## config.mk

```make
export PLATFORM = sky130hd
export DESIGN_NAME = event_counter
export DESIGN_NICKNAME = d
export VERILOG_FILES = /design/src/logic/chan_mem_pkg.sv /design/src/logic/event_counter.sv
export SDC_FILE = /design/constraint.sdc
export NUM_CORES = 1
export LEC_CHECK = 0
export BUFFER_PORTS_ARGS = -buffer_cell sky130_fd_sc_hd__buf_2
export CAP_MARGIN = 40
export CORE_AREA = 2 2 39 41
export DETAILED_ROUTE_END_ITERATION = 7
export DIE_AREA = 0 0 41 43
export MAX_ROUTING_LAYER = met4
export PLACE_DENSITY = 0.63
export SLEW_MARGIN = 20
export SYNTH_ARGS = -nofsm -noshare
export SYNTH_HDL_FRONTEND = slang
export SYNTH_SLANG_ARGS = --single-unit
```

## constraint.sdc

```tcl
create_clock -name CLK -period 2.4 [get_ports CLK]
set_input_delay 0.24 -clock CLK [delete_from_list [all_inputs] [get_ports CLK]]
set_output_delay 0.24 -clock CLK [all_outputs]
set_load 0.005 [all_outputs]
```

## src/logic/chan_mem_pkg.sv

```systemverilog
// Memory geometry of one readout channel.
// Sizes of the threshold RAM and the output event FIFO, the threshold value
// that masks a strip, and the width of the finished-event counter.

`default_nettype none

package chan_mem_pkg;

	localparam int strips = 128;		// strips per APV frame
	localparam int strip_addr_w = 7;

	// threshold word that switches a strip off
	localparam logic [11:0] thr_disabled = 12'hFFF;

	localparam int fifo_depth = 2048;
	localparam int fifo_addr_w = $clog2(fifo_depth);
	localparam int usedw_w = fifo_addr_w + 1;	// msb set means full

	localparam int ev_cnt_w = 5;		// saturates at 31

endpackage

`default_nettype wire

```

## src/logic/event_counter.sv

```systemverilog
// Count of finished events waiting in the output FIFO.
// inc comes from the suppressor at the end of each event, dec from the host
// once it has read an event out. The count saturates at both ends and
// event_present is its registered non-zero flag.

`timescale 1ns/10ps
`default_nettype none

module event_counter (
	input  logic CLK,
	input  logic RSTb,
	input  logic clear,
	input  logic inc,
	input  logic dec,
	output logic event_present
);
	import chan_mem_pkg::*;

	logic [ev_cnt_w-1:0] cnt;

	always_ff @(posedge CLK or negedge RSTb)
	begin
		if (!RSTb)
		begin
			cnt <= '0;
			event_present <= 1'b0;
		end
		else if (clear)
		begin
			cnt <= '0;
			event_present <= 1'b0;
		end
		else
		begin
			event_present <= (cnt != '0);	// one cycle behind the count
			if (inc && (cnt != '1))
				cnt <= cnt + 1'b1;
			else if (dec && (cnt != '0))
				cnt <= cnt - 1'b1;	// also taken when inc hits saturation
		end
	end

endmodule

`default_nettype wire

```

==> impl_metrics.toml <==
[power_and_ir_drop]
seq_power_share_pct = 37.0
p_switching_uw = 168
cellPowerDensity_nw_per_um2 = 805
finalPower_uw = 437
leakagePower_nw = 0.245
comb_power_share_pct = 41.0
ir_drop_mv = 0.356
p_clk_share_pct = 22.0
switching_share_pct = 38.5
intPower_uw = 269

[clock_tree]
cts_inserted_buffers = 3
post-cts-setup-buffers = 0
clockRootBuffer = "clkbuf_4"
cts.clk_slew.worst_paths_ps = 50
h-tree-depth = 1
clockBufferDepth = 2
cts.repair.resized = 0
cts_sinks = 6
cts_tree = "done"
postCtsHoldBufs = 1
clock_latency_ps = 240

[drt]
drt-total-wl_um = 933
drc = 0
antenna_left = 0
routedWlPerCell_um = 13.1
via_per_inst = 5.51
num_vias = 391
first_pass_iters = 4
drtIter0Drc = 12

[global_route]
grt_pass1_vias = 380
antenna_found_initial = 0
gr-usage-all-layers_pct = 14.3
grt_max_degree = 12
grt_first_pass_wirelength_um = 1630
grt_overflow_total = 0

[sta]
period_minus_slack_ps = 2100
skew_ps = 1.24
setup_tns_ps = 0
worst_pin_slew_ps = 327
relSlewSlack_pct = 78.1
clock.fmax_ghz = 0.475
rsz0062_at_grt = "no"
finalCritPeriodShare_pct = 87.6
final_hold_viol_count = 0
setup_viol = 0
slew_violations = 0

[yosys]
synth-seq-cells = 6
yosys_warnings = 0
synthMuxAreaShare_pct = 0
synth_top_family_by_area = "compound AO/OA/AOI/OAI gates"
syn-num-nets = 56
synth_compound_area_share_pct = 29.8
synthAdderAreaFrac_pct = 15.1
seq_area_frac_synth_pct = 32.3
yosysUniqueCellTypes = 24
synth_area_sq_um = 465
synth_top_area_share_pct = 32.3
synthXorXnorAreaFrac_pct = 1.88
synthSimpleGateAreaFrac_pct = 19.4
synth_area_per_cell_sq_um = 10.1
synth.largest_area_cell = "dfrtp_1"
synthTopCellsByArea = "dfrtp_1, ha_1, o21ai_4, a21o_1, a21oi_1"
syn_inst = 46

[placement]
hpwl_um = 712
io_buffer_count = 5
place_congestion = 0.764

[status]
status = "complete, no violations"

[setup_path]
path_common_cell = "a21oi_1"
arrival_ps = 2250
startpoint = "cnt[0]"
critPathBufInv = 0
critPathTopFamily = "compound AO/OA/AOI/OAI gates"
critPathKind = "flip-flop to flip-flop"
slowest_stage = "dfrtp_1"
endpoint_kind = "flip-flop"
worstSetupStartpointType = "flip-flop"
path_max_fanout = 11
critPathMaxStageDelay_ps = 450
path_cells = "nand4_1, o21ai_4, ha_1, a21o_1, a21oi_1, a21oi_1, a311oi_1"
regToRegStartpoint = "cnt[0]"
cp_data_required_time_ps = 2550

[flow_run]
max_cap_viol_count = 0

[hold_path]
hold_path_class = "input pin to flip-flop"
min-delay-start = "clear"

[final_layout]
area_growth_pct = 16.7
fin_nets = 67
layout-drive-gt1-share_pct = 27.3
antennaDiodeCount = 0

[die]
start_util_pct = 33.6
io_pins = 6
fp.dieW_um = 41
num_rows = 14
dieArea_sq_um = 1760
core_sq_um = 1380
dieHeight_um = 43
## cells in the mapped netlist
master and number:
a211oi_2 1, and2_2 1, inv_1 2, fa_1 1, a21boi_0 1, o21ai_4 2, xor2_1 1, a211o_1 1
nand4b_1 2, nand2_1 1, nand3_1 4, a21o_1 3, a211oi_1 1, a311oi_1 1, nand4_1 1, nor2_1 3
ha_1 4, or4_4 1, or2_2 1, a21oi_1 4, nand2b_1 1, a21oi_2 1, dfrtp_1 6, o21ai_1 2
## stage by stage
step,instance area (sq um),hold slack (ps),worst slack (ps),util (%),cells
after floorplan,465,-55.6,519,-,46
after global placement,510,71.9,332,36.9,67
after detailed placement,510,80.2,311,36.9,67
after CTS,543,242,299,39.2,71
after global routing,543,262,142,39.2,71
final,543,247,297,39.2,71
## worst paths after layout
kind	to	slack (ps)	cells after the start
worst max-delay path	cnt[4]	300	7
worst min-delay path	cnt[2]	250	2
worst max register to register	cnt[4]	300	7
worst min register to register	cnt[3]	600	2
max in group asynchronous	cnt[2]	1880	2
min in group asynchronous	cnt[4]	370	2
## cell type report
cell class              count  area (sq um)
clock buffers               3          22.5
flip-flops and latches      6           150
repair buffers              6          35.0
inverters                   2          7.51
well taps                  16          20.0
fillers                   148           841
multi-input cells          38           308
## power groups by stage
stage | logic [mW] | registers (mW) | clock network, mW
floorplan | 0.141 | 0.155 | 0
global placement | 0.174 | 0.161 | 0
detailed placement | 0.179 | 0.162 | 0
CTS | 0.181 | 0.160 | 0.103
global route | 0.204 | 0.165 | 0.110
finish | 0.179 | 0.162 | 0.0963
## layout by cell type (no fill, tap or decap), types with 2 or more instances in the layout
cell type	instances
ha_1	4
clkbuf_4	3
inv_1	2
nand4b_1	2
o21ai_4	2
o21ai_1	2
dfrtp_1	6
buf_2	5
nor2_1	3
nand3_1	4
a21o_1	3
a21oi_1	4
## routing by layer
metal | share of wire (%) | GRT usage [%]
met1 | 48 | 17.9
met2 | 49 | 19.4
met3 | 2.4 | 3.14
met4 | 0 | 10.0
met5 | 0 | -
## registers in the layout (all words and copies together) (netlist names)
signal,count
cnt,5
event_present,1
## worst reg2reg max path: cells and delay by family, from the launching register on
| family | cells | cell delay, ps |
|---|---|---|
| flops | 1 | 450 |
| simple gates | 1 | 240 |
| fa+ha+maj | 1 | 320 |
| compound gates | 5 | 990 |
## cell families after synthesis
kind of cell / Yosys count
DFF: 6
buffers and inverters: 2
and+or+nand+nor: 15
xor gates and xnor gates: 1
AOI/OAI and AO/OA: 17
adders and majority gates: 5
No activity file was read; power rests on OpenSTA's default activity.
