<file path="src/logic/chan_mem_pkg.sv">
// Memory geometry of one readout channel.
// Sizes of the threshold RAM and the output event FIFO, the threshold value
// that masks a strip, and the width of the finished-event counter.

`default_nettype none

package chan_mem_pkg;

	localparam int strips = 128;		// strips per APV frame
	localparam int strip_addr_w = 7;

	// threshold word that switches a strip off
	localparam logic [11:0] thr_disabled = 12'hFFF;

	localparam int fifo_depth = 2048;
	localparam int fifo_addr_w = $clog2(fifo_depth);
	localparam int usedw_w = fifo_addr_w + 1;	// msb set means full

	localparam int ev_cnt_w = 5;		// saturates at 31

endpackage

`default_nettype wire

</file>
<file path="src/logic/apv_word_pkg.sv">
// Word formats of the channel back end.
// Frame field widths and the 21-bit output word that the zero suppressor
// writes into the event FIFO. The two top bits of every output word select
// how the rest is decoded: header, strip, module trailer or count trailer.
// Compile after chan_mem_pkg, whose strip address width sizes the strip field.

`default_nettype none

package apv_word_pkg;

	localparam int sample_w = 13;		// decoded frame word
	localparam int value_w = 12;		// baseline, threshold, difference
	localparam int chan_id_w = 4;
	localparam int module_id_w = 5;
	localparam int out_w = 21;
	localparam int count_w = 8;		// words per event, trailer included

	// header and module trailer are always in the event
	localparam logic [count_w-1:0] base_word_count = 8'd2;

	localparam logic [1:0] flag_header = 2'b00;
	localparam logic [1:0] flag_strip = 2'b01;
	localparam logic [1:0] flag_mod_trailer = 2'b10;
	localparam logic [1:0] flag_cnt_trailer = 2'b11;

	typedef union packed {
		struct packed {
			logic [1:0] flags;
			logic zero;
			logic base_msb;			// baseline bit 11
			logic [sample_w-1:0] frame_hdr;
			logic [chan_id_w-1:0] chan_id;
		} hdr;
		struct packed {
			logic [1:0] flags;
			logic [chan_mem_pkg::strip_addr_w-1:0] index;
			logic [value_w-1:0] diff;	// sample minus baseline
		} strip;
		struct packed {
			logic [1:0] flags;
			logic [1:0] zero;
			logic [module_id_w-1:0] module_id;
			logic [value_w-1:0] trailer;	// low bits of the frame trailer
		} mtrl;
		struct packed {
			logic [1:0] flags;
			logic [value_w-2:0] base_lo;	// baseline bits 10..0
			logic [count_w-1:0] count;
		} ctrl;
	} out_word_t;

endpackage

`default_nettype wire

</file>
<file path="src/logic/thr_ram.sv">
// Per-strip threshold memory, 128 words of 12 bits.
// The host writes it through ram_address. One synchronous read port is
// shared: it follows the host address while the channel is disabled, for
// readback, and the suppressor's strip index while it is enabled.

`timescale 1ns/10ps
`default_nettype none

module thr_ram (
	input  logic CLK,
	input  logic ch_enable,
	input  logic [chan_mem_pkg::strip_addr_w-1:0] ram_address,
	input  logic [chan_mem_pkg::strip_addr_w-1:0] strip_addr,
	input  logic [apv_word_pkg::value_w-1:0] ram_data,
	input  logic ram_we,
	output logic [apv_word_pkg::value_w-1:0] thr_data
);
	import apv_word_pkg::*;
	import chan_mem_pkg::*;

	logic [value_w-1:0] mem [strips];
	logic [strip_addr_w-1:0] rd_addr;

	assign rd_addr = ch_enable ? strip_addr : ram_address;	// engine owns the port when enabled

	always_ff @(posedge CLK)
	begin
		if (ram_we)
			mem[ram_address] <= ram_data;
		thr_data <= mem[rd_addr];	// valid one cycle after the address
	end

endmodule

`default_nettype wire

</file>
<file path="config.mk">
export PLATFORM = sky130hd
export DESIGN_NAME = thr_ram
export DESIGN_NICKNAME = d
export VERILOG_FILES = /design/src/logic/chan_mem_pkg.sv /design/src/logic/apv_word_pkg.sv /design/src/logic/thr_ram.sv
export SDC_FILE = /design/constraint.sdc
export NUM_CORES = 2
export LEC_CHECK = 0
export BUFFER_PORTS_ARGS = -buffer_cell sky130_fd_sc_hd__buf_2
export CAP_MARGIN = 20
export CORE_MARGIN = 2
export CORE_UTILIZATION = 37
export DETAILED_ROUTE_END_ITERATION = 10
export GPL_ROUTABILITY_DRIVEN = 0
export HOLD_SLACK_MARGIN = 0.06
export PLACE_DENSITY_LB_ADDON = 0.25
export SYNTH_ARGS = -nofsm -noshare
export SYNTH_HDL_FRONTEND = slang
export SYNTH_SLANG_ARGS = --single-unit
</file>
<file path="constraint.sdc">
create_clock -name CLK -period 3 [get_ports CLK]
set_input_delay 0.3 -clock CLK [delete_from_list [all_inputs] [get_ports CLK]]
set_output_delay 0.3 -clock CLK [all_outputs]
set_load 0.1 [all_outputs]
</file>
==> results.yml <==
sta:
  layout_setup_ws_ps: 126
  fin_crit_sh: 0.958
  setup_violations: 0
  drv_slew: 0
  worst_pin_slew_ps: 951
  tns_ps: 0
  max_freq_mhz: 348
  rsz0062_at_grt: "no"
  hold_violations: 0
  slew_headroom: 0.366
  fin_skew_ps: 23.6
  holdWs_ps: 77.3
  fin_crit_ps: 2870
worst_setup_path:
  cp-start-kind: "primary input"
  cp-end-kind: "flop"
  crit_chain: "buf_2 -> mux2_8 -> buf_12 -> buf_12 -> buf_4 -> nand2_1 -> a21oi_1 -> a2111oi_0 -> buf_4 -> a211oi_1 -> nor4_2 -> buf_4 -> nor3_1"
  cp_max_fo: 14
  slowest_delay_ps: 760
  cp_data_required_time_ps: 3680
  crit_path_frequent_cell: "buf_4"
  cpMaxStageDelayCell: "a2111oi_0"
  arrival_ps: 3550
  path_class: "primary input to flop"
global_routing:
  grt_max_degree: 129
  top_usage_layer: "met2"
  use_met3: 0.0331
  grt_usage: 0.196
  antenna_found_initial: 2
  gr-usage-met1: 0.273
  grt_pass1_wl_mm: 232
  grt_pass1_vias: 31800
  grt_util_met2: 0.317
  grt_overflow: 0
finish:
  syn2layout_area_growth_pct: 18.9
  drive_gt1_frac: 0.264
  fillCellCount: 13800
  nNetsFinal: 3641
  final_area_um2: 71400
logic_synthesis:
  synth_fp_nets: 3158
  async_flop_share: 0
  yosysUniqueCellTypes: 49
  synth_edf_count: 1536
  yosys_most_used_dff: "edfxtp_1"
  ys_ff_latch: 1548
  postSynthAreaPerCell_um2: 19.2
  yosysWarnings: 0
  netlist_area_um2: 60000
  netlist_instances: 3129
  ys_seq_area_frac: 0.772
floorplanning:
  io_pins: 41
  start_util: 0.373
  fp.coreArea_um2: 161000
  fp.dieArea_um2: 166000
  die_w_um: 407
  die-height_um: 407
  rows: 147
route:
  drt_iter0_drc: 3513
  firstDrtPassIters: 8
  vias: 31900
  via_per_inst: 5.41
  postRouteAntennaNets: 0
  totalWireLength_mm: 161
  drc: 0
  wl_per_cell_um: 27.3
power:
  p_per_area_nw_per_um2: 657
  peakVddDrop_mv: 0.649
  finalPower_w: 0.0469
  leakage_nw: 23.6
clock_tree:
  cts.path.max_buffers: 3
  root_buffer: "clkbuf_16"
  h-tree-depth: 4
  cts_post_setup_buffers_inserted: 0
  clock_sinks: 1548
  cts.reportedPaths.clkPinSlew_ps: 60
  numCtsBuffers: 159
  insertion_delay_ps: 800
  cts_tree: "done"
flow_run:
  maxCapViolCount: 0
placement:
  port-buffer-count: 40
  place_worst_setup_slack_ps: -805
  dpl_cell_area_um2: 66300
  hpwl_mm: 103
worst_hold_path:
  hold_path_class: "primary input to flop"
run_status:
  status: "finished, final reports clean"
==> critical path, delay by kind of cell <==
family / cells / cell delay [ps]
buffers and inverters: 6 / 1170
AND/OR/NAND/NOR: 3 / 630
AO/OA/AOI/OAI: 3 / 890
multiplexers: 1 / 520
==> through the flow <==
step | utilization | std cells
global placement | 0.412 | 5603
CTS | 0.444 | 5900
detailed placement | 0.412 | 5604
finish | 0.444 | 5902
floorplan | - | 3129
global route | 0.444 | 5900
==> state kept, by name (all words and copies together) (netlist names) <==
name	cells
mem	1536
thr_data	12
==> cells in the mapped netlist (11+ instances only) <==
| cell | number | area, um^2 |
|---|---|---|
| a21oi_1 | 126 | 631 |
| a211oi_1 | 22 | 165 |
| a311oi_1 | 11 | 96.3 |
| or3_1 | 25 | 156 |
| nand3_1 | 17 | 85.1 |
| a2111oi_0 | 13 | 114 |
| nor3_1 | 22 | 110 |
| buf_6 | 11 | 124 |
| o21ai_0 | 14 | 70.1 |
| o22a_1 | 32 | 280 |
| a41o_1 | 21 | 210 |
| nand2_1 | 283 | 1060 |
| buf_1 | 11 | 41.3 |
| clkbuf_1 | 94 | 353 |
| o221ai_1 | 96 | 841 |
| mux4_2 | 215 | 4840 |
| buf_4 | 27 | 203 |
| edfxtp_1 | 1536 | 46100 |
| o221a_2 | 22 | 248 |
| nor2_1 | 126 | 473 |
| buf_2 | 37 | 185 |
| dfxtp_1 | 12 | 240 |
| nor4_1 | 11 | 68.8 |
| o22ai_1 | 32 | 200 |
| mux2i_1 | 257 | 2570 |
==> repair_timing <==
item | in CTS | in global routing
hold buffers | 7 | 0
setup endpoints to repair | 0 | 2
resized for setup | 0 | 2
hold endpoints to repair | 219 | 0
==> cell type report <==
| type | count | area [um^2] | area share |
|---|---|---|---|
| Clock inverter | 85 | 756 | 0.0106 |
| Multi-Input combinational cell | 1397 | 12800 | 0.180 |
| Timing Repair Buffer | 505 | 4500 | 0.0630 |
| Clock buffer | 204 | 4230 | 0.0593 |
| Tap cell | 2160 | 2700 | 0.0378 |
| Inverter | 1 | 3.75 | 0.0000526 |
| Antenna cell | 2 | 5.00 | 0.0000701 |
| Sequential cell | 1548 | 46400 | 0.649 |
==> per-layer routing <==
| metal | wire length [um] | vias up | share of wire |
|---|---|---|---|
| li1 | - | 13800 | - |
| met4 | 3500 | 4 | 0.022 |
| met1 | 69700 | 16900 | 0.43 |
| met3 | 9600 | 186 | 0.060 |
| met2 | 78100 | 989 | 0.49 |
| met5 | 27 | - | 0.00017 |
==> power by group <==
part	internal [W]	switching (W)
Sequential	0.0239	0.0000707
Combinational	0.00149	0.00248
Clock	0.0108	0.00814
Total	0.0362	0.0107
==> kinds of logic (layout without fill, tap and decap cells) <==
family	count (synthesis)	after routing	share of synthesized area
multiplexers	480	480	0.125
buffers and inverters	184	795	0.0161
flip-flops	1548	1548	0.772
AND/OR/NAND/NOR	507	507	0.0351
other	0	2	0
AO/OA/AOI/OAI	410	410	0.0514
==> cells in the final DEF (no fill, tap or decap), types with 4 or more instances in the layout <==
master         count
or3_1             25
buf_4            408
a2111oi_2          9
o21ai_0           13
nand3_1           17
dlygate4sd3_1      7
nor4_1             9
nor3_2             8
clkinv_8           7
clkbuf_1          40
buf_2             28
nor2b_1            9
nor3_1            14
o22ai_1           32
clkbuf_16        162
nand2_1          283
buf_12            61
mux2_2             5
bufinv_16         10
o221a_2           22
nor2_1           126
a41o_1            21
inv_6              4
clkinv_1          32
edfxtp_1        1536
mux4_2           215
a2111oi_0         13
dfxtp_1           12
a311oi_1          11
mux2i_1          252
clkinv_2          27
a21oi_1          126
a211oi_1          22
o22a_1            31
o221ai_1          96
==> worst paths after layout <==
kind | startpoint | end | slack, ps | depth (start not counted)
max | ch_enable | thr_data[8]$_DFF_P_ | 130 | 13
min | ram_data[0] | mem[108][0]$_DFFE_PP_ | 80 | 2
max reg2reg | mem[107][3]$_DFFE_PP_ | thr_data[3]$_DFF_P_ | 500 | 8
min reg2reg | mem[2][3]$_DFFE_PP_ | thr_data[3]$_DFF_P_ | 1000 | 5
(Power assumes the default switching activity.)
