--- src/logic/chan_mem_pkg.sv ---
// Memory geometry of one readout channel.
// Sizes of the threshold RAM and the output event FIFO, the threshold value
// that masks a strip, and the width of the finished-event counter.

`default_nettype none

package chan_mem_pkg;

	localparam int strips = 128;		// strips per APV frame
	localparam int strip_addr_w = 7;

	// threshold word that switches a strip off
	localparam logic [11:0] thr_disabled = 12'hFFF;

	localparam int fifo_depth = 2048;
	localparam int fifo_addr_w = $clog2(fifo_depth);
	localparam int usedw_w = fifo_addr_w + 1;	// msb set means full

	localparam int ev_cnt_w = 5;		// saturates at 31

endpackage

`default_nettype wire

--- src/logic/apv_word_pkg.sv ---
// Word formats of the channel back end.
// Frame field widths and the 21-bit output word that the zero suppressor
// writes into the event FIFO. The two top bits of every output word select
// how the rest is decoded: header, strip, module trailer or count trailer.
// Compile after chan_mem_pkg, whose strip address width sizes the strip field.

`default_nettype none

package apv_word_pkg;

	localparam int sample_w = 13;		// decoded frame word
	localparam int value_w = 12;		// baseline, threshold, difference
	localparam int chan_id_w = 4;
	localparam int module_id_w = 5;
	localparam int out_w = 21;
	localparam int count_w = 8;		// words per event, trailer included

	// header and module trailer are always in the event
	localparam logic [count_w-1:0] base_word_count = 8'd2;

	localparam logic [1:0] flag_header = 2'b00;
	localparam logic [1:0] flag_strip = 2'b01;
	localparam logic [1:0] flag_mod_trailer = 2'b10;
	localparam logic [1:0] flag_cnt_trailer = 2'b11;

	typedef union packed {
		struct packed {
			logic [1:0] flags;
			logic zero;
			logic base_msb;			// baseline bit 11
			logic [sample_w-1:0] frame_hdr;
			logic [chan_id_w-1:0] chan_id;
		} hdr;
		struct packed {
			logic [1:0] flags;
			logic [chan_mem_pkg::strip_addr_w-1:0] index;
			logic [value_w-1:0] diff;	// sample minus baseline
		} strip;
		struct packed {
			logic [1:0] flags;
			logic [1:0] zero;
			logic [module_id_w-1:0] module_id;
			logic [value_w-1:0] trailer;	// low bits of the frame trailer
		} mtrl;
		struct packed {
			logic [1:0] flags;
			logic [value_w-2:0] base_lo;	// baseline bits 10..0
			logic [count_w-1:0] count;
		} ctrl;
	} out_word_t;

endpackage

`default_nettype wire

--- src/logic/zero_suppressor.sv ---
// Zero suppression for one APV channel.
// Reads a decoded frame (header, 128 strips, trailer) from a show-ahead
// source, subtracts the baseline from each strip, keeps the strips above
// their threshold and formats the event for the output FIFO: header word,
// strip words, module trailer and word-count trailer.
// Each strip takes two cycles so the threshold RAM read lines up with the
// sample. end_of_event pulses once per event, just before the count trailer.

`timescale 1ns/10ps
`default_nettype none

module zero_suppressor (
	input  logic CLK,
	input  logic RSTb,
	input  logic clear,
	input  logic base_sub_en,
	input  logic [apv_word_pkg::value_w-1:0] baseline,
	input  logic [apv_word_pkg::chan_id_w-1:0] chan_id,
	input  logic [apv_word_pkg::module_id_w-1:0] module_id,
	input  logic [apv_word_pkg::sample_w-1:0] frame_data,
	input  logic frame_present,
	output logic frame_rd,
	output logic [chan_mem_pkg::strip_addr_w-1:0] strip_addr,
	input  logic [apv_word_pkg::value_w-1:0] thr_data,
	output logic fifo_wr,
	output apv_word_pkg::out_word_t fifo_word,
	output logic end_of_event
);
	import apv_word_pkg::*;
	import chan_mem_pkg::*;

	localparam logic [2:0] s_idle = 3'd0;
	localparam logic [2:0] s_wait = 3'd1;	// next sample and threshold on their way
	localparam logic [2:0] s_cut = 3'd2;
	localparam logic [2:0] s_twait = 3'd3;	// trailer on its way
	localparam logic [2:0] s_trail = 3'd4;
	localparam logic [2:0] s_eoe = 3'd5;
	localparam logic [2:0] s_count = 3'd6;

	localparam logic [strip_addr_w-1:0] last_strip = strip_addr_w'(strips - 1);

	logic [2:0] state;
	logic [value_w-1:0] sub_value;
	logic [sample_w-1:0] diff;
	logic strip_hit;
	logic [count_w-1:0] word_count;

	assign sub_value = base_sub_en ? baseline : '0;
	assign diff = frame_data - {1'b0, sub_value};		// 13-bit, wraps below zero
	assign strip_hit = (thr_data != thr_disabled) && (diff > {1'b0, thr_data});

	always_ff @(posedge CLK or negedge RSTb)
	begin
		if (!RSTb)
		begin
			state <= s_idle;
			frame_rd <= 1'b0;
			fifo_wr <= 1'b0;
			end_of_event <= 1'b0;
			strip_addr <= '0;
		end
		else if (clear)
		begin
			state <= s_idle;
			frame_rd <= 1'b0;
			fifo_wr <= 1'b0;
			end_of_event <= 1'b0;
			strip_addr <= '0;
		end
		else
		begin
			frame_rd <= 1'b0;
			fifo_wr <= 1'b0;
			end_of_event <= 1'b0;
			case (state)
				s_idle:
					if (frame_present)
					begin
						frame_rd <= 1'b1;	// pop header
						fifo_wr <= 1'b1;
						state <= s_wait;
					end
				s_wait:
					state <= s_cut;
				s_cut:
				begin
					frame_rd <= 1'b1;		// pop this strip
					fifo_wr <= strip_hit;
					strip_addr <= strip_addr + 1'b1;	// back to 0 after the last strip
					state <= (strip_addr == last_strip) ? s_twait : s_wait;
				end
				s_twait:
					state <= s_trail;
				s_trail:
				begin
					frame_rd <= 1'b1;		// pop trailer
					fifo_wr <= 1'b1;
					state <= s_eoe;
				end
				s_eoe:
				begin
					end_of_event <= 1'b1;
					state <= s_count;
				end
				s_count:
				begin
					fifo_wr <= 1'b1;
					state <= s_idle;
				end
				default:
					state <= s_idle;
			endcase
		end
	end

	// output word and its count, loaded in the state that writes them
	always_ff @(posedge CLK)
	begin
		case (state)
			s_idle:
			begin
				word_count <= base_word_count;
				fifo_word.hdr.flags <= flag_header;
				fifo_word.hdr.zero <= 1'b0;
				fifo_word.hdr.base_msb <= baseline[value_w-1];
				fifo_word.hdr.frame_hdr <= frame_data;
				fifo_word.hdr.chan_id <= chan_id;
			end
			s_cut:
			begin
				if (strip_hit)
					word_count <= word_count + 1'b1;
				fifo_word.strip.flags <= flag_strip;
				fifo_word.strip.index <= strip_addr;
				fifo_word.strip.diff <= diff[value_w-1:0];
			end
			s_trail:
			begin
				fifo_word.mtrl.flags <= flag_mod_trailer;
				fifo_word.mtrl.zero <= 2'b00;
				fifo_word.mtrl.module_id <= module_id;
				fifo_word.mtrl.trailer <= frame_data[value_w-1:0];
			end
			s_count:
			begin
				fifo_word.ctrl.flags <= flag_cnt_trailer;
				fifo_word.ctrl.base_lo <= baseline[value_w-2:0];
				fifo_word.ctrl.count <= word_count;
			end
			default: ;
		endcase
	end

	// the frame source needs a gap between pops
	a_single_pop: assert property (@(posedge CLK) disable iff (!RSTb) frame_rd |=> !frame_rd)
		else $error("frame_rd high two cycles in a row");

	// threshold RAM must see the same address through both strip cycles
	a_addr_hold: assert property (@(posedge CLK) disable iff (!RSTb)
		(state == s_cut) |-> $stable(strip_addr))
		else $error("strip address moved during evaluation");

endmodule

`default_nettype wire

--- config.mk ---
export PLATFORM = sky130hd
export DESIGN_NAME = zero_suppressor
export DESIGN_NICKNAME = d
export VERILOG_FILES = /design/src/logic/chan_mem_pkg.sv /design/src/logic/apv_word_pkg.sv /design/src/logic/zero_suppressor.sv
export SDC_FILE = /design/constraint.sdc
export NUM_CORES = 1
export LEC_CHECK = 0
export BUFFER_PORTS_ARGS = -buffer_cell sky130_fd_sc_hd__buf_2
export CORE_MARGIN = 2
export CORE_UTILIZATION = 54
export CTS_CLUSTER_DIAMETER = 200
export DETAILED_ROUTE_END_ITERATION = 16
export GPL_TIMING_DRIVEN = 0
export PLACE_DENSITY = 0.78
export SLEW_MARGIN = 25
export SYNTH_ARGS = -nofsm -noshare
export SYNTH_HDL_FRONTEND = slang
export SYNTH_SLANG_ARGS = --single-unit
--- constraint.sdc ---
create_clock -name CLK -period 2.9 [get_ports CLK]
set_input_delay 0.435 -clock CLK [delete_from_list [all_inputs] [get_ports CLK]]
set_output_delay 0.435 -clock CLK [all_outputs]
set_load 0.005 [all_outputs]
==> results of run 1 <==
[cells in the mapped netlist (2+ instances only)]
cell type / instances
a2111oi_0: 2
a211o_1: 2
a211oi_1: 4
a21oi_1: 29
a221o_1: 2
a311oi_1: 2
a31oi_1: 2
and2_1: 3
and3_1: 3
and4_1: 2
buf_1: 2
clkbuf_1: 10
dfrtp_1: 13
edfxtp_1: 29
ha_1: 28
inv_1: 25
mux2_2: 3
mux2i_1: 6
nand2_1: 32
nand2b_1: 4
nand3_1: 5
nand4_1: 7
nor2_1: 31
nor2b_1: 5
nor3_1: 5
o211ai_1: 4
o21a_1: 2
o21ai_0: 17
o21bai_1: 2
o221a_2: 2
o22ai_1: 8
o31ai_1: 2
or3_1: 4
xnor2_1: 13
xor2_1: 9
[worst max path at each step]
stage / from / end / slack [ns] / depth (start not counted)
2_1_floorplan: base_sub_en / word_count[0]$_SDFFCE_PN0P_ / -0.32 / 13
4_1_cts: base_sub_en / word_count[6]$_SDFFCE_PN0P_ / -0.47 / 14
5_1_grt: baseline[1] / word_count[6]$_SDFFCE_PN0P_ / -0.56 / 15
6_report: base_sub_en / word_count[1]$_SDFFCE_PN1P_ / -0.45 / 15
3_3_place_gp: base_sub_en / word_count[0]$_SDFFCE_PN0P_ / -1.13 / 15
3_5_place_dp: base_sub_en / word_count[3]$_SDFFCE_PN0P_ / -1.11 / 15
[power by group through the flow]
stage	Clock [uW]	Sequential, uW	Combinational [uW]
floorplan	0	754	335
global placement	0	753	528
detailed placement	0	754	538
CTS	489	741	630
global route	507	747	773
finish	491	742	716
[area by class of cell]
cell class | instances | area, um2
plain buffers | 14 | 83.8
flip-flops and latches | 42 | 1200
inverters | 27 | 101
repair buffers | 97 | 553
multi-input cells | 262 | 2150
well taps | 72 | 90.1
fillers | 425 | 1280
clock buffers | 5 | 68.8
clock inverters | 3 | 43.8
[per-layer routing]
metal | vias up | GRT usage, %
met3 | 34 | 5.17
met2 | 200 | 53.2
met5 | - | 0
met4 | 0 | 9.49
li1 | 1476 | -
met1 | 1539 | 43.4
[flip-flops by register name (all words and copies together), names as in the netlist]
| name | cells |
|---|---|
| fifo_wr | 1 |
| strip_addr | 7 |
| end_of_event | 1 |
| state | 3 |
| word_count | 8 |
| fifo_word | 21 |
| frame_rd | 1 |
[timing repair]
action,in CTS,in global routing
hold buffers,0,0
endpoints found under the setup margin,9,9
setup buffers,12,4
pin swaps,20,23
hold endpoints to repair,0,0
resized for setup,25,25
[cell families (layout without fill, tap and decap cells)]
group | count (synthesis) | in the layout | share of synthesized area [%]
AND/OR/NAND/NOR | 107 | 107 | 16.7
buffers and inverters | 41 | 146 | 5.13
adder cells (fa/ha/maj) | 29 | 29 | 11.7
XOR/XNOR | 22 | 22 | 6.08
flip-flops | 42 | 42 | 37.7
AO/OA/AOI/OAI | 95 | 95 | 19.7
multiplexers | 9 | 9 | 2.96
[critical path: cells and delay by family]
kind / cells / cell delay (ns)
AND/OR/NAND/NOR: 4 / 1.07
XOR/XNOR: 1 / 0.24
adder cells (fa/ha/maj): 2 / 0.35
buffers and inverters: 4 / 0.42
AO/OA/AOI/OAI: 4 / 0.84
[through the flow]
step                setup TNS, ns  total power, uW  setup WS [ns]  instance area (um2)
finish                      -3.87             1950         -0.449                 4290
global route                -4.92             2030         -0.565                 4290
CTS                         -4.04             1860         -0.467                 4140
detailed placement          -9.70             1290          -1.11                 3810
global placement            -9.85             1280          -1.13                 3810
floorplan                   -2.62             1090         -0.322                 3310
==> summary.txt, run 1 <==
Timing
  • Max_slew headroom: 53.0%
  • Max Slew Vio Count: 0
  • Worst setup margin: -0.449 ns
  • Setup violations, final: 9
  • Worst-Margin Slew: 0.706 ns
  • Unrepaired setup endpoints after global routing: yes
  • Peak Freq: 0.299 GHz
  • Clk_skew: 0.00921 ns
  • Fin Hold WS: 0.00171 ns
  • Part of the cycle the worst path needs: 115%
  • Final hold viol count: 0
  • Period minus WS final: 3.35 ns

Power
  • VDD IR max: 0.239 mV
  • Internal power: 1310 uW
  • Power share of the combinational group: 36.7%
  • Sw Share: 32.8%
  • Clk pwr share: 25.2%
  • Seq pwr share: 38.1%
  • PD cells: 454 nW/um2
  • P_sw: 638 uW
  • Pleak: 0.00187 uW

Finish
  • Nets: 529
  • Share of cells above drive strength 1: 36.2%
  • Final Util: 77.0%
  • Final non-filler cell total: 522
  • Diodes inserted: 0
  • Commonest non-fill, non-tap cell in the layout: buf_2
  • Most frequent cells in the layout: 80 x buf_2, 30 x nor2_1, 29 x edfxtp_1
  • Area delta synth->final: 35.3%

Detailed routing
  • Remaining DRCs: 0
  • Drt wl/cell: 19.2 um
  • Top layer in use: met4
  • Total number of vias: 3249
  • Iteration-0 DRC Markers: 298
  • Vias/cell: 6.22
  • DRT antenna net count: 0
  • Pre-antenna DRT Iters: 5
  • DR WL met3: 937 um
  • M1 wire length: 4090 um
  • Routed wire length: 10000 um
  • DR WL met2: 4720 um

Yosys
  • Dominant cell type by area after synthesis: edfxtp_1
  • Post-synth design cell area: 3170 um2
  • Synth area leaders: edfxtp_1 27%, ha_1 11%, dfrtp_1 10%, a21oi_1 4.6%, nand2_1 3.8%
  • Post-synth EDFFs: 29
  • FFs w/ async S/R, synth: 31.0%
  • Synthesized area per cell: 9.19 um2
  • Post-Syn Instances: 345
  • Area fraction of the dominant cell type after synthesis: 27.5%
  • Synth warnings: 0
  • Netlist cell types: 61
  • Post-Syn Nets: 425
  • Seq/Total Area, Yosys: 37.7%
  • #FFs+latches synth: 42
  • Synth Flop Type: edfxtp_1

Worst setup path
  • Crit path DAT: 3.39 ns
  • Worst Path Max Fanout: 8
  • Critical path required time: 2.94 ns
  • Critical-path top delay cell: or4_4
  • Reg-to-reg startpoint: state[0]$_DFFE_PN0P_
  • Worst Setup Path Type: in -> reg
  • Startpoint Class: input port
  • Worst-path cell chain: buf_8 -> clkbuf_16 -> buf_8 -> nand2_4 -> ha_4 -> or3_4 -> o21ai_4 -> nand2_2 -> xnor2_2 -> inv_2 -> ha_4 -> or4_4 -> o311ai_4 -> a211oi_2 -> a221o_2
  • RR Endpoint: word_count[1]$_SDFFCE_PN1P_
  • Crit. End Element: flip-flop
  • Worst r2r path cells: 6
  • Crit-path max cell delay: 0.54 ns
  • Reg2reg setup slack: 0.73 ns

Hold path
  • Hold Crit Class: in -> async

Placed design
  • Dpl hpwl: 7430 um
  • Dpl cells: 498
  • Port bufs: 81
  • GP Congestion: 0.943

Die
  • Die Ht: 80.6 um
  • Die ar.: 6500 um2
  • Row Count: 27
  • Area of the core: 5570 um2
  • Die Wd: 80.6 um
  • Boundary Pins: 82
  • Starting Density: 56.9%

Global route
  • First-pass GRT wire length: 15600 um
  • Number of global-route vias before repair: 3108
  • GRT Util Overall: 32.2%
  • Grt ovf: 0
  • Initial antenna violation count: 0
  • Largest net degree at the start of global routing: 31

Job
  • Max_cap viols: 0

Clock tree
  • Clock sinks: 42
  • CTS root buf: clkbuf_8
  • H-tree depth: 2
  • Latest clock arrival within the worst-skew pair: 0.31 ns
  • Clock transition at path regs: 0.10 ns
  • Clk buf depth: 2
  • CTS Buf Count: 5
  • TritonCTS clock tree: yes

Outcome
  • Failing checks: setup timing
  • Status: finished with violations
(Power assumes the default switching activity.)
==> inputs of run 2 (changes only) <==
- CORE_UTILIZATION: 54 -> 55
- CTS_BUF_LIST: default -> sky130_fd_sc_hd__clkbuf_4
- PLACE_DENSITY: 0.78 -> 0.8
- clock period: 2.9 -> 3.4 ns (I/O delays scaled with it)
==> run 2 against run 1 <==
The run ends with hold timing left. Critical path depth shrank 1. Clock skew rose by 0.016 ns. Register-to-register slack gained 0.47 ns. Cell count fell by 0.19%. Critical endpoint is now word_count[6]$_SDFFCE_PN0P_. Largest cell class unchanged. Largest power group unchanged.
==> summary.txt, run 2 (synthesis gave the netlist of run 1 again) <==
Global route
  • Number of global-route vias before repair: 2967
  • Largest net degree at the start of global routing: 31
  • Initial antenna violation count: 0
  • Routing usage on met2: 48.7%
  • GRT met1 Usage: 40.2%
  • GRT Util Overall: 29.8%
  • First-pass GRT wire length: 14500 um
  • Grt met3 use: 5.20%
  • Grt ovf: 0
  • Grt peak-use layer: met2

Timing
  • Worst setup margin: 0.00907 ns
  • Final hold viol count: 1
  • Clk_skew: 0.0249 ns
  • Fin Hold WS: -0.0119 ns
  • Part of the cycle the worst path needs: 99.7%
  • Max Slew Vio Count: 0
  • Period minus WS final: 3.39 ns
  • Peak Freq: 0.295 GHz
  • Worst-Margin Slew: 0.730 ns
  • Setup violations, final: 0
  • Max_slew headroom: 51.4%

Clock tree
  • H-tree depth: 2
  • CTS root buf: clkbuf_4
  • Clock transition at path regs: 0.15 ns
  • TritonCTS clock tree: yes
  • Latest clock arrival within the worst-skew pair: 0.38 ns
  • Clk buf depth: 2
  • Clock sinks: 42
  • CTS Buf Count: 5

Placed design
  • Port bufs: 81
  • Dpl ws: -0.664 ns
  • GP Congestion: 0.934
  • Dpl hpwl: 7050 um

Detailed routing
  • Pre-antenna DRT Iters: 7
  • Remaining DRCs: 0
  • Vias/cell: 6.43
  • Drt wl/cell: 19.8 um
  • DRT antenna net count: 0
  • Total number of vias: 3351
  • Iteration-0 DRC Markers: 446
  • Routed wire length: 10300 um

Outcome
  • Failing checks: hold timing
  • Status: finished with violations

Finish
  • Commonest non-fill, non-tap cell in the layout: buf_2
  • Area delta synth->final: 31.9%
  • Largest Register: fifo_word
  • Share of cells above drive strength 1: 35.2%
  • Most frequent cells in the layout: 80 x buf_2, 30 x nor2_1, 29 x edfxtp_1
  • Nets: 528
  • Largest regs: fifo_word: 21 flops, word_count: 8 flops, strip_addr: 7 flops
  • Diodes inserted: 0
  • Number of flip-flops under the largest register name: 21

Power
  • PD cells: 372 nW/um2
  • VDD IR max: 0.217 mV
  • Pleak: 0.00182 uW
  • Overall Power: 1560 uW

Die
  • Starting Density: 57.2%
  • Die Ht: 79.9 um
  • Area of the core: 5540 um2
  • Boundary Pins: 82
  • Die ar.: 6390 um2
  • Die Wd: 79.9 um
  • Row Count: 27

Hold path
  • Hold Crit Class: in -> async

Worst setup path
  • Crit path DAT: 3.49 ns
  • Critical-path top delay cell: o32ai_1
  • Worst Setup Path Type: in -> reg
  • Startpoint Class: input port
  • Worst-path cell chain: buf_8 -> nand2_4 -> ha_1 -> nor2b_2 -> o31a_1 -> buf_4 -> o211ai_1 -> nor2b_4 -> xnor2_2 -> ha_1 -> nand4_1 -> o32ai_1 -> a211oi_2 -> a221o_2
  • Crit. End Element: flip-flop
  • Crit-path max cell delay: 0.44 ns
  • Worst Path Max Fanout: 8
  • Critical path required time: 3.50 ns
  • CP dominant cell by count: ha_1

Job
  • Max_cap viols: 0
## run 2: cell types whose count changed in the layout (fill, tap and decap cells not counted), sizes merged
cell  change
buf       -1
## run 2: path summary, 6_finish.rpt
check | startpoint | to | slack, ns | depth (start not counted)
worst max-delay path | base_sub_en | word_count[6]$_SDFFCE_PN0P_ | 0.009 | 14
worst min-delay path | RSTb | state[0]$_DFFE_PN0P_ | -0.01 | 1
worst max register to register | state[2]$_DFFE_PN0P_ | fifo_word[9]$_DFFE_PP_ | 1.20 | 5
worst min register to register | strip_addr[6]$_DFFE_PN0P_ | strip_addr[6]$_DFFE_PN0P_ | 0.62 | 2
max in group asynchronous | RSTb | frame_rd$_DFF_PN0_ | 3.16 | 1
min in group CLK | clear | state[0]$_DFFE_PN0P_ | 0.33 | 2
## run 2: cell type report
class                   instances  area [um2]
inverters                      27         101
plain buffers                  14        73.8
fillers                       369        1360
clock inverters                 3        43.8
well taps                      72        90.1
clock buffers                   5        37.5
repair buffers                 96         552
multi-input cells             262        2090
flip-flops and latches         42        1200
## run 2: worst max-delay path, delay by kind of cell
kind / cells / cell delay [ns]
AO/OA/AOI/OAI: 5 / 1.51
AND/OR/NAND/NOR: 4 / 0.55
adder cells (fa/ha/maj): 2 / 0.55
buffers and inverters: 2 / 0.27
XOR/XNOR: 1 / 0.09
## run 2: power by group
| part | total [uW] | internal, uW | switching, uW |
|---|---|---|---|
| combinational | 586 | 271 | 315 |
| sequential | 632 | 606 | 25.5 |
| clock | 338 | 156 | 181 |
| total | 1560 | 1030 | 521 |
## run 2: timing repair
item	in CTS	in global routing
setup endpoints to repair	9	9
buffers inserted	6	8
pin swaps	7	23
hold buffers	0	0
resized for setup	14	38
cloned	0	1
## run 2: metal layers
layer,vias to the layer above,routed length [um]
li1,1481,-
met4,0,486
met5,-,0
met3,64,1190
met1,1543,3680
met2,263,4970
## run 2: through the flow
stage | hold slack, ns | cell area (um2) | utilization, % | instances | setup TNS [ns]
after detailed placement | 0.419 | 3710 | 67.0 | 498 | -5.80
after global placement | 0.409 | 3710 | 66.9 | 498 | -5.20
after floorplan | 0.214 | 3210 | - | 345 | 0
after CTS | 0.0159 | 3920 | 70.7 | 512 | 0
final | -0.0119 | 4180 | 75.5 | 521 | 0
after global routing | 0.000430 | 4180 | 75.5 | 521 | -0.0632
==> inputs of run 3 (changes only) <==
- CORE_ASPECT_RATIO: default -> 1.1
==> run 3 against run 2 <==
Via count rose by 0.69%. Largest power group unchanged. Clock skew fell by 0.0060 ns. The run now ends clean. Utilization fell by 2.6 points. Non-clock buffer count did not move.
==> summary.txt, run 3 (synthesis gave the netlist of run 1 again) <==
Power
  • Seq pwr share: 42.5%
  • VDD IR max: 0.222 mV
  • Power share of the combinational group: 39.1%
  • Sw Share: 35.3%
  • Clk pwr share: 18.4%
  • Internal power: 958 uW
  • P_sw: 524 uW
  • PD cells: 359 nW/um2
  • Pleak: 0.00179 uW

Die
  • Area of the core: 5660 um2
  • Starting Density: 56.0%
  • Die ar.: 6390 um2
  • Die Ht: 83.6 um
  • Die Wd: 76.4 um
  • Boundary Pins: 82
  • Row Count: 29

Global route
  • Number of global-route vias before repair: 3124
  • Grt ovf: 0
  • First-pass GRT wire length: 15200 um
  • GRT Util Overall: 30.1%
  • Initial antenna violation count: 0
  • Largest net degree at the start of global routing: 31

Finish
  • Number of flip-flops under the largest register name: 21
  • Nets: 528
  • Share of cells above drive strength 1: 33.9%
  • Largest regs: fifo_word: 21 flops, word_count: 8 flops, strip_addr: 7 flops
  • Largest Register: fifo_word
  • Commonest non-fill, non-tap cell in the layout: buf_2
  • Final Util: 72.9%
  • Most frequent cells in the layout: 81 x buf_2, 31 x nor2_1, 29 x edfxtp_1
  • Area delta synth->final: 30.2%
  • Diodes inserted: 0

Timing
  • Part of the cycle the worst path needs: 99.8%
  • Setup violations, final: 0
  • Max Slew Vio Count: 0
  • Max_slew headroom: 50.9%
  • Final hold viol count: 0
  • Fin Hold WS: 0.330 ns
  • Clk_skew: 0.0190 ns
  • Peak Freq: 0.295 GHz
  • Worst setup margin: 0.00636 ns
  • Final setup TNS: 0 ns
  • Period minus WS final: 3.39 ns
  • Worst-Margin Slew: 0.736 ns

Outcome
  • Status: completed

Hold path
  • Hold Crit Class: in -> reg

Detailed routing
  • Iteration-0 DRC Markers: 368
  • Total number of vias: 3374
  • Routed wire length: 9980 um
  • Vias/cell: 6.41
  • Remaining DRCs: 0
  • Drt wl/cell: 19.0 um
  • Pre-antenna DRT Iters: 6
  • DRT antenna net count: 0

Worst setup path
  • Worst Path Max Fanout: 8
  • Critical path required time: 3.47 ns
  • Crit path DAT: 3.46 ns
  • Startpoint Class: input port
  • Worst Setup Path Type: in -> reg
  • Crit. End Element: flip-flop

Clock tree
  • CTS Buf Count: 5
  • Latest clock arrival within the worst-skew pair: 0.38 ns
  • Clock transition at path regs: 0.12 ns
  • CTS root buf: clkbuf_4
  • Clk buf depth: 2
  • TritonCTS clock tree: yes
  • Clock sinks: 42
  • H-tree depth: 2

Placed design
  • Dpl hpwl: 7160 um
  • GP Congestion: 0.937
  • Port bufs: 81
  • Dpl ws: -0.724 ns

Job
  • Max_cap viols: 0
-- run 3: changes by cell type in the layout (fill, tap and decap cells not counted), sizes merged --
cell         change
clkinvlp         +1
buf              -1
bufinv           -1
inv              +1
dlygate4sd3      +1
clkinv           -1
-- run 3: repair_timing --
| item | CTS | global route |
|---|---|---|
| gates cloned | 0 | 1 |
| endpoints found under the hold margin | 8 | 0 |
| gates resized for setup | 16 | 29 |
| setup buffers | 2 | 11 |
| hold buffers | 1 | 0 |
| setup endpoints to repair | 9 | 9 |
| pin swaps | 4 | 20 |
-- run 3: final timing paths --
path                                                to  slack, ns  cells after the start                       from
max                        word_count[2]$_SDFFCE_PN0P_      0.006                     15                baseline[0]
min                                  fifo_wr$_DFF_PN0_       0.33                      2                      clear
min in group asynchronous    strip_addr[2]$_DFFE_PN0P_       0.54                      2                       RSTb
max in group asynchronous           frame_rd$_DFF_PN0_       2.62                      2                       RSTb
min reg2reg                  strip_addr[1]$_DFFE_PN0P_       0.61                      2  strip_addr[1]$_DFFE_PN0P_
max reg2reg                word_count[2]$_SDFFCE_PN0P_       1.22                      6       state[0]$_DFFE_PN0P_
-- run 3: layout make-up --
class | count | area, um2
clock buffer | 5 | 37.5
buffer | 14 | 73.8
inverter | 27 | 101
fill | 425 | 1530
timing repair buffer | 96 | 544
sequential | 42 | 1200
tap | 77 | 96.3
clock inverter | 3 | 22.5
multi-input combinational | 262 | 2060
-- run 3: routing by layer --
metal / track usage (%) / up-vias / part of all wire (%)
li1: - / 1475 / -
met1: 40.2 / 1560 / 37
met2: 48.5 / 280 / 47
met3: 4.44 / 59 / 11
met4: 13.9 / 0 / 4.8
met5: 0 / - / 0
-- run 3: power by group through the flow --
stage	sequential, uW	clock [uW]	combinational [uW]
floorplan	643	0	271
global placement	641	0	421
detailed placement	642	0	436
CTS	630	266	469
global route	637	287	622
finish	630	273	579
-- run 3: per-stage QoR --
step                      total power [uW]  instances  cell area [um2]
final                                 1480        526             4130
after global routing                  1550        526             4130
after CTS                             1360        514             3900
after detailed placement              1080        503             3720
after global placement                1060        503             3710
after floorplan                        914        345             3210
-- run 3: worst max-delay path, stage by stage --
cell and delay [ns]:
buf_2 0.12, and2_1 0.15, ha_2 0.19, fa_2 0.37, nand2b_4 0.17, a21oi_4 0.19
a211oi_4 0.09, o21bai_1 0.17, xor2_1 0.25, ha_1 0.22, o21ai_1 0.10, nor3_2 0.19
o31ai_2 0.11, a211oi_2 0.33, a221o_2 0.31
